==> src/verilog/packet_pkg.sv <==
package packet_pkg;

    //////////////////////////////////////////////////////////////////////
    // packet geometry and buffering
    //////////////////////////////////////////////////////////////////////

    localparam int PACKET_WIDTH = 64;
    localparam int FIFO_DEPTH = 4;
    localparam int FIFO_PTR_WIDTH = $clog2(FIFO_DEPTH);

    // field widths
    localparam int PKT_TYPE_WIDTH = 2;
    localparam int CHIP_ID_WIDTH = 8;
    localparam int CHANNEL_ID_WIDTH = 6;
    localparam int TIMESTAMP_WIDTH = 32;
    localparam int ADC_WORD_WIDTH = 8;
    localparam int TRIGGER_WIDTH = 2;
    localparam int FIFO_STATUS_WIDTH = 2;

    // lsb of each field inside the packet
    localparam int PKT_TYPE_LSB = 0;
    localparam int CHIP_ID_LSB = 2;
    localparam int CHANNEL_ID_LSB = 10;
    localparam int TIMESTAMP_LSB = 16;
    localparam int ADC_WORD_LSB = 48;
    localparam int TRIGGER_LSB = 56;
    localparam int LOCAL_FIFO_LSB = 58;
    localparam int SHARED_FIFO_LSB = 60;
    localparam int DOWNSTREAM_BIT = 62;
    localparam int PARITY_BIT = 63;

    typedef logic [PACKET_WIDTH-1:0] packet_t;
    typedef logic [CHIP_ID_WIDTH-1:0] chip_id_t;
    typedef logic [CHANNEL_ID_WIDTH-1:0] channel_id_t;
    typedef logic [TIMESTAMP_WIDTH-1:0] timestamp_t;
    typedef logic [ADC_WORD_WIDTH-1:0] adc_word_t;
    typedef logic [FIFO_PTR_WIDTH-1:0] fifo_ptr_t;
    // one extra bit so a full buffer is distinct from an empty one
    typedef logic [FIFO_PTR_WIDTH:0] fifo_count_t;

    // field inputs, msb first, parity is added by the assembler
    // pkt_type codes 00 data, 01 test, 10 config write, 11 config read
    typedef struct packed {
        logic                         downstream;
        logic [FIFO_STATUS_WIDTH-1:0] shared_fifo_status;
        logic [FIFO_STATUS_WIDTH-1:0] local_fifo_status;
        logic [TRIGGER_WIDTH-1:0]     trigger_type;
        adc_word_t                    adc_word;
        timestamp_t                   timestamp;
        channel_id_t                  channel_id;
        chip_id_t                     chip_id;
        logic [PKT_TYPE_WIDTH-1:0]    pkt_type;
    } packet_fields_t;

endpackage

==> src/verilog/tx_cfg_pkg.sv <==
package tx_cfg_pkg;

    //////////////////////////////////////////////////////////////////////
    // serial transmitter configuration
    //////////////////////////////////////////////////////////////////////

    // one state per phase of the line
    typedef enum logic [2:0] {
        TX_IDLE,
        TX_POWERUP,
        TX_START,
        TX_DATA,
        TX_STOP
    } tx_state_t;

    localparam int BIT_COUNT_WIDTH = 7;
    localparam int POWERUP_CODE_WIDTH = 3;
    localparam int POWERUP_DELAY_WIDTH = 5;

    typedef logic [BIT_COUNT_WIDTH-1:0] bit_count_t;
    typedef logic [POWERUP_CODE_WIDTH-1:0] powerup_code_t;
    typedef logic [POWERUP_DELAY_WIDTH-1:0] powerup_delay_t;

    // delay grows in steps of four enabled cycles per code
    localparam powerup_delay_t POWERUP_STEP = 5'd4;

    // index of the final data bit, packet is 64 bits
    localparam bit_count_t LAST_BIT_INDEX = 7'd63;

    // line levels
    localparam logic START_BIT = 1'b0;
    localparam logic STOP_BIT = 1'b1;
    localparam logic LINE_IDLE = 1'b1;

endpackage

==> src/verilog/packet_assembler.sv <==
module packet_assembler
    import packet_pkg::*;
(
    input  packet_fields_t fields,
    output packet_t        packet
);

    // packet body without the parity bit
    packet_t payload;

    //////////////////////////////////////////////////////////////////////
    // field placement
    //////////////////////////////////////////////////////////////////////

    always_comb begin
        payload = '0;
        // header
        payload[PKT_TYPE_LSB +: PKT_TYPE_WIDTH] = fields.pkt_type;
        payload[CHIP_ID_LSB +: CHIP_ID_WIDTH] = fields.chip_id;
        payload[CHANNEL_ID_LSB +: CHANNEL_ID_WIDTH] = fields.channel_id;
        // hit content
        payload[TIMESTAMP_LSB +: TIMESTAMP_WIDTH] = fields.timestamp;
        payload[ADC_WORD_LSB +: ADC_WORD_WIDTH] = fields.adc_word;
        payload[TRIGGER_LSB +: TRIGGER_WIDTH] = fields.trigger_type;
        // buffer status from the local and shared FIFOs
        payload[LOCAL_FIFO_LSB +: FIFO_STATUS_WIDTH] = fields.local_fifo_status;
        payload[SHARED_FIFO_LSB +: FIFO_STATUS_WIDTH] = fields.shared_fifo_status;
        // set when the packet travels downstream
        payload[DOWNSTREAM_BIT] = fields.downstream;
    end

    //////////////////////////////////////////////////////////////////////
    // parity
    //////////////////////////////////////////////////////////////////////

    always_comb begin
        packet = payload;
        // xnor reduce is 1 for an even count, making the total odd
        packet[PARITY_BIT] = ~^payload[PARITY_BIT-1:0];
    end

endmodule

==> src/verilog/packet_fifo.sv <==
module packet_fifo
    import packet_pkg::*;
(
    input  logic    txclk,
    input  logic    reset_n,
    input  logic    push,
    input  packet_t push_data,
    input  logic    pop,
    output packet_t head,
    output logic    fifo_empty,
    output logic    fifo_full
);

    // storage
    packet_t     mem [FIFO_DEPTH];

    // circular pointers and occupancy
    fifo_ptr_t   wr_ptr;
    fifo_ptr_t   rd_ptr;
    fifo_count_t count;

    // qualified requests
    logic        do_push;
    logic        do_pop;

    // a push into a full buffer is lost, even with a pop alongside
    assign do_push = push && !fifo_full;
    assign do_pop = pop && !fifo_empty;

    assign fifo_empty = (count == '0);
    assign fifo_full = (count == fifo_count_t'(FIFO_DEPTH));

    // oldest entry is always presented
    assign head = mem[rd_ptr];

    //////////////////////////////////////////////////////////////////////
    // write port
    //////////////////////////////////////////////////////////////////////

    always_ff @(posedge txclk) begin
        if (do_push) begin
            mem[wr_ptr] <= push_data;
        end
    end

    //////////////////////////////////////////////////////////////////////
    // pointers and count
    //////////////////////////////////////////////////////////////////////

    // depth is a power of two so pointers wrap on their own
    always_ff @(posedge txclk) begin
        if (!reset_n) begin
            wr_ptr <= '0;
            rd_ptr <= '0;
            count <= '0;
        end else begin
            if (do_push) begin
                wr_ptr <= wr_ptr + 1'b1;
            end
            if (do_pop) begin
                rd_ptr <= rd_ptr + 1'b1;
            end
            // simultaneous push and pop leave the count alone
            if (do_push && !do_pop) begin
                count <= count + 1'b1;
            end else if (do_pop && !do_push) begin
                count <= count - 1'b1;
            end
        end
    end

endmodule

==> src/verilog/powerup_timer.sv <==
module powerup_timer
    import tx_cfg_pkg::*;
(
    input  logic          txclk,
    input  logic          reset_n,
    input  logic          tx_enable,
    input  logic          timer_start,
    input  powerup_code_t powerup_code,
    output logic          timer_done
);

    // decoded wait in enabled cycles
    powerup_delay_t powerup_delay;
    // cycles left after the current one
    powerup_delay_t remaining;
    logic           running;

    // codes 0 and 1 share the shortest wait
    always_comb begin
        if (powerup_code == '0) begin
            powerup_delay = POWERUP_STEP;
        end else begin
            powerup_delay = POWERUP_STEP * powerup_delay_t'(powerup_code);
        end
    end

    // count starts at delay-1 so done lands on the last wait cycle
    always_ff @(posedge txclk) begin
        if (!reset_n) begin
            running <= 1'b0;
            remaining <= '0;
        end else if (tx_enable) begin
            if (timer_start) begin
                running <= 1'b1;
                remaining <= powerup_delay - 1'b1;
            end else if (timer_done) begin
                running <= 1'b0;
            end else if (running) begin
                remaining <= remaining - 1'b1;
            end
        end
    end

    assign timer_done = running && (remaining == '0);

endmodule

==> src/verilog/readout_tx.sv <==
module readout_tx
    import packet_pkg::*;
    import tx_cfg_pkg::*;
(
    input  logic           txclk,
    input  logic           reset_n,
    input  logic           tx_enable,
    input  logic           push,
    input  logic           enable_dynamic_powerdown,
    input  packet_fields_t fields,
    input  powerup_code_t  powerup_code,
    output logic           tx_out,
    output logic           tx_busy,
    output logic           tx_powerdown,
    output logic           fifo_full
);

    // data path
    packet_t   packet;
    packet_t   head;

    // control between blocks
    logic      fifo_empty;
    logic      pop;
    logic      timer_start;
    logic      timer_done;
    logic      bit_advance;
    logic      last_bit;
    tx_state_t shift_sel;

    //////////////////////////////////////////////////////////////////////
    // packet build and buffer
    //////////////////////////////////////////////////////////////////////

    packet_assembler u_packet_assembler (
        .fields (fields),
        .packet (packet)
    );

    packet_fifo u_packet_fifo (
        .txclk      (txclk),
        .reset_n    (reset_n),
        .push       (push),
        .push_data  (packet),
        .pop        (pop),
        .head       (head),
        .fifo_empty (fifo_empty),
        .fifo_full  (fifo_full)
    );

    //////////////////////////////////////////////////////////////////////
    // serial transmitter
    //////////////////////////////////////////////////////////////////////

    tx_control u_tx_control (
        .txclk                    (txclk),
        .reset_n                  (reset_n),
        .tx_enable                (tx_enable),
        .enable_dynamic_powerdown (enable_dynamic_powerdown),
        .fifo_empty               (fifo_empty),
        .last_bit                 (last_bit),
        .timer_done               (timer_done),
        .pop                      (pop),
        .timer_start              (timer_start),
        .bit_advance              (bit_advance),
        .tx_busy                  (tx_busy),
        .tx_powerdown             (tx_powerdown),
        .shift_sel                (shift_sel)
    );

    // the pop strobe also loads the fifo head
    tx_shifter u_tx_shifter (
        .txclk       (txclk),
        .reset_n     (reset_n),
        .tx_enable   (tx_enable),
        .load        (pop),
        .bit_advance (bit_advance),
        .load_data   (head),
        .shift_sel   (shift_sel),
        .tx_out      (tx_out),
        .last_bit    (last_bit)
    );

    powerup_timer u_powerup_timer (
        .txclk        (txclk),
        .reset_n      (reset_n),
        .tx_enable    (tx_enable),
        .timer_start  (timer_start),
        .powerup_code (powerup_code),
        .timer_done   (timer_done)
    );

endmodule

==> src/verilog/tx_control.sv <==
module tx_control
    import tx_cfg_pkg::*;
(
    input  logic      txclk,
    input  logic      reset_n,
    input  logic      tx_enable,
    input  logic      enable_dynamic_powerdown,
    input  logic      fifo_empty,
    input  logic      last_bit,
    input  logic      timer_done,
    output logic      pop,
    output logic      timer_start,
    output logic      bit_advance,
    output logic      tx_busy,
    output logic      tx_powerdown,
    output tx_state_t shift_sel
);

    tx_state_t state;
    tx_state_t next_state;

    // first state of a new frame
    tx_state_t launch_state;

    // a packet is waiting and the line is free for it
    logic      frame_request;

    //////////////////////////////////////////////////////////////////////
    // frame launch
    //////////////////////////////////////////////////////////////////////

    // a waiting packet leaves from idle or right behind a stop bit
    assign frame_request = tx_enable && !fifo_empty
                           && ((state == TX_IDLE) || (state == TX_STOP));

    // with powerdown on, the PHY needs its wake-up time first
    assign launch_state = enable_dynamic_powerdown ? TX_POWERUP : TX_START;

    // fifo pop doubles as the shifter load
    assign pop = frame_request;
    assign timer_start = frame_request && enable_dynamic_powerdown;

    //////////////////////////////////////////////////////////////////////
    // outputs
    //////////////////////////////////////////////////////////////////////

    // hold the index on the final bit
    assign bit_advance = (state == TX_DATA) && !last_bit;
    assign tx_busy = (state != TX_IDLE);
    // PHY sleeps only while idle, even on stalled cycles
    assign tx_powerdown = (state == TX_IDLE) && enable_dynamic_powerdown;
    assign shift_sel = state;

    //////////////////////////////////////////////////////////////////////
    // state machine
    //////////////////////////////////////////////////////////////////////

    always_comb begin
        next_state = state;
        case (state)
            TX_IDLE: begin
                if (frame_request) begin
                    next_state = launch_state;
                end
            end
            TX_POWERUP: begin
                // wait out the decoded delay
                if (timer_done) begin
                    next_state = TX_START;
                end
            end
            TX_START: begin
                next_state = TX_DATA;
            end
            TX_DATA: begin
                if (last_bit) begin
                    next_state = TX_STOP;
                end
            end
            TX_STOP: begin
                // chain straight into the next frame when one is waiting
                if (frame_request) begin
                    next_state = launch_state;
                end else begin
                    next_state = TX_IDLE;
                end
            end
            default: begin
                next_state = TX_IDLE;
            end
        endcase
    end

    // stalled cycles freeze the sequence
    always_ff @(posedge txclk) begin
        if (!reset_n) begin
            state <= TX_IDLE;
        end else if (tx_enable) begin
            state <= next_state;
        end
    end

endmodule

==> src/verilog/tx_shifter.sv <==
module tx_shifter
    import packet_pkg::*;
    import tx_cfg_pkg::*;
(
    input  logic      txclk,
    input  logic      reset_n,
    input  logic      tx_enable,
    input  logic      load,
    input  logic      bit_advance,
    input  packet_t   load_data,
    input  tx_state_t shift_sel,
    output logic      tx_out,
    output logic      last_bit
);

    // packet being sent, bit 0 is on the line during data
    packet_t    shift_reg;
    // index of the data bit now on the line
    bit_count_t bit_index;

    //////////////////////////////////////////////////////////////////////
    // packet register and bit counter
    //////////////////////////////////////////////////////////////////////

    always_ff @(posedge txclk) begin
        if (tx_enable) begin
            if (load) begin
                shift_reg <= load_data;
            end else if (bit_advance) begin
                // next bit moves down to bit 0, lsb goes out first
                shift_reg <= shift_reg >> 1;
            end
        end
    end

    always_ff @(posedge txclk) begin
        if (!reset_n) begin
            bit_index <= '0;
        end else if (tx_enable) begin
            if (load) begin
                bit_index <= '0;
            end else if (bit_advance) begin
                bit_index <= bit_index + 1'b1;
            end
        end
    end

    assign last_bit = (bit_index == LAST_BIT_INDEX);

    //////////////////////////////////////////////////////////////////////
    // line driver
    //////////////////////////////////////////////////////////////////////

    // idle and power-up keep the line high
    always_comb begin
        case (shift_sel)
            TX_START: tx_out = START_BIT;
            TX_DATA:  tx_out = shift_reg[0];
            TX_STOP:  tx_out = STOP_BIT;
            default:  tx_out = LINE_IDLE;
        endcase
    end

endmodule
==> config.mk <==
export PLATFORM = sky130hd
export DESIGN_NAME = readout_tx
export DESIGN_NICKNAME = d
export VERILOG_FILES = /design/src/verilog/packet_pkg.sv /design/src/verilog/tx_cfg_pkg.sv /design/src/verilog/packet_assembler.sv /design/src/verilog/packet_fifo.sv /design/src/verilog/powerup_timer.sv /design/src/verilog/readout_tx.sv /design/src/verilog/tx_control.sv /design/src/verilog/tx_shifter.sv
export SDC_FILE = /design/constraint.sdc
export NUM_CORES = 1
export LEC_CHECK = 0
export BUFFER_PORTS_ARGS = -buffer_cell sky130_fd_sc_hd__clkbuf_2
export CAP_MARGIN = 20
export CORE_MARGIN = 5
export CORE_UTILIZATION = 55
export CTS_CLUSTER_SIZE = 8
export DETAILED_ROUTE_END_ITERATION = 6
export HOLD_SLACK_MARGIN = 0.1
export PLACE_DENSITY = 0.76
export SETUP_SLACK_MARGIN = 0.3
export SYNTH_ARGS = -nofsm -noshare
export SYNTH_HDL_FRONTEND = slang
export SYNTH_SLANG_ARGS = --single-unit
==> constraint.sdc <==
create_clock -name txclk -period 3.2 [get_ports txclk]
set_clock_uncertainty 0.05 [all_clocks]
set_input_delay 0.64 -clock txclk [delete_from_list [all_inputs] [get_ports txclk]]
set_output_delay 0.64 -clock txclk [all_outputs]
set_load 0.05 [all_outputs]
==> results.json <==
{
  "status": "complete, no violations",
  "slew_headroom_pct": 44.0,
  "drt_first_iter_violations": 562,
  "post_cts_buffers": 0,
  "cellPowerDensity_nw_per_um2": 887,
  "synth_top_family_by_area": "multiplexers",
  "cts_num_sinks": 345,
  "synth_seq_cells": 345,
  "die_y_microns": 168,
  "synth_edf_count": 320,
  "cts_hold_buf": 0,
  "pre_cts_ws_ns": 0.391,
  "setup_violations": 0,
  "post_drt_wl_per_cell_microns": 20.3,
  "reg2reg_depth": 8,
  "critical_path_class": "reg2reg",
  "initial_utilization_pct": 56.1,
  "worst_pin_slew_ns": 0.840,
  "yosysTopAreaCell": "edfxtp_1",
  "reg2reg_slack_ns": 0.68,
  "h-tree-depth": 2,
  "cts-resized-gates": 0,
  "die_width_microns": 168,
  "cts_buffer_depth": 3,
  "leakagePower_nw": 5.54,
  "synth_compound_area_share_pct": 1.58,
  "syn_area_sq_um": 13700,
  "area_delta_synth_final_pct": 16.1,
  "syn-num-nets": 881,
  "vias": 7060,
  "largest_reg_flops": 256,
  "min_path_type": "in2reg",
  "ys.flop_type": "edfxtp_1",
  "ys_seq_area_share_pct": 73.7,
  "grt_pass1_vias": 7375,
  "layout-drive-gt1-share_pct": 23.3,
  "grt_setup_unrepaired": "no",
  "io_buffer_count": 74,
  "drc": 0,
  "gr-usage-all-layers_pct": 18.4,
  "synth-simple-area-share_pct": 7.14,
  "min_period_ns": 2.52,
  "antenna_found_initial": 1,
  "drt-pass1-iter-count": 5,
  "synthMuxAreaShare_pct": 10.8,
  "hold_path_startpoint": "fields[36]",
  "maxSlewViolCount": 0,
  "cts_tree": "done",
  "vdd_drop_max_mv": 0.529,
  "rows": 57,
  "synth_top_area_share_pct": 70.0,
  "postRouteAntennaNets": 0,
  "crit_fanout": 7,
  "hpwl_microns": 13500,
  "ioPinCount": 75,
  "numCtsBuffers": 49,
  "synthAdderAreaFrac_pct": 0.693,
  "async_reset_ff_share_pct": 0,
  "yosysWarnings": 0,
  "cap_viol_max_count": 0,
  "synth_area_per_cell_sq_um": 17.1,
  "most-common-layout-cells": "edfxtp_1 (320), nand2_1 (198), clkbuf_2 (74), mux4_2 (64), xnor2_1 (55)",
  "crit_start": "u_packet_fifo.count[0]",
  "period_share_pct": 78.6,
  "final_nets": 985,
  "finalSetupTns_ns": 0,
  "grt_pass1_wl_microns": 40700,
  "wirelength_microns": 25400,
  "crit_end": "u_packet_fifo.count[2]",
  "final_cell_area_sq_um": 15900,
  "grt_max_degree": 71,
  "setup_slack_ns": 0.684,
  "p_total_mw": 14.1,
  "r2r-end": "u_packet_fifo.count[2]",
  "clockRootBuffer": "clkbuf_16",
  "fmax_mhz": 397,
  "cp-end-kind": "register",
  "viasPerCell": 5.64,
  "netlist_instances": 803,
  "core_area_sq_um": 24500,
  "cp_data_arrival_time_ns": 2.93,
  "r2r_start": "u_packet_fifo.count[0]",
  "hold_viol_final": 0,
  "synth_xor_area_share_pct": 4.97,
  "required_ns": 3.61,
  "diodes": 0,
  "synth_area_leaders": "edfxtp_1 (70%), mux4_2 (11%), nand2_1 (5.4%), dfxtp_1 (3.6%), xnor2_1 (3.5%)",
  "placed_area_sq_um": 14600,
  "die-area_sq_um": 28200,
  "synth_cell_type_count": 43,
  "path_clk_slew_ns": 0.05,
  "grt-ovfl-total": 0,
  "final_common_cell": "edfxtp_1",
  "clk_latency_ns": 0.53,
  "startpoint_type": "register",
  "place.gp.congestion": 0.739
}
## cells in the mapped netlist, drive strengths merged (4+ instances only)
| library cell | number |
|---|---|
| edfxtp | 320 |
| nand2 | 199 |
| mux4 | 64 |
| xnor2 | 55 |
| dfxtp | 25 |
| nor2 | 21 |
| clkbuf | 17 |
| buf | 14 |
| xor2 | 10 |
| a21oi | 9 |
| inv | 7 |
| ha | 6 |
| nand3 | 6 |
| and2 | 5 |
| o21ai | 5 |
| xnor3 | 5 |
| a211oi | 4 |
| mux2i | 4 |
| nor3 | 4 |
## worst min-delay path by stage
stage	end	slack, ns	cells after the start
2_1_floorplan	u_powerup_timer.remaining[4]	0.39	2
3_3_place_gp	u_powerup_timer.running	0.41	2
3_5_place_dp	u_powerup_timer.running	0.41	2
4_1_cts	u_packet_fifo.mem[0][36]	0.28	1
5_1_grt	u_packet_fifo.mem[0][15]	0.29	1
6_report	u_packet_fifo.mem[0][36]	0.30	1
## power by group
group | switching, mW | internal [mW]
combinational | 1.88 | 1.35
clock | 1.70 | 2.86
sequential | 0.314 | 6.02
total | 3.89 | 10.2
## per-layer routing
metal	part of all wire (%)	up-vias	global-route usage [%]
met5	0.051	-	0
met4	2.3	2	5.54
met3	5.7	50	4.10
met2	51	215	31.3
met1	41	3579	24.0
li1	-	3214	-
## worst max-delay path, cell delays in order (launching register included)
cell and delay [ns]:
dfxtp_1 0.44, nor3b_2 0.10, nor2b_1 0.47, ha_1 0.29, inv_1 0.07, fa_1 0.43
xor2_1 0.15, or3_1 0.30, a21oi_1 0.13
## stage by stage
stage,cells,utilization [%],hold WS [ns]
4_1_cts,1252,65.1,0.276
2_1_floorplan,803,-,0.393
6_report,1252,65.1,0.297
3_5_place_dp,1180,59.5,0.414
3_3_place_gp,1180,59.5,0.408
5_1_grt,1252,65.1,0.293
## kinds of logic after synthesis
| group | Yosys count |
|---|---|
| multiplexers | 68 |
| adder cells (fa/ha/maj) | 7 |
| XOR/XNOR | 70 |
| AND/OR/NAND/NOR | 245 |
| flip-flops | 345 |
| buffers and inverters | 38 |
| AO/OA/AOI/OAI | 30 |
## final cells by class
cell class | instances | area (sq um)
multi-input cells | 420 | 3470
clock buffers | 70 | 1350
well taps | 324 | 405
clock inverters | 2 | 17.5
flip-flops and latches | 345 | 10100
repair buffers | 84 | 546
inverters | 7 | 26.3
fillers | 1616 | 8530
(Power assumes the default switching activity.)
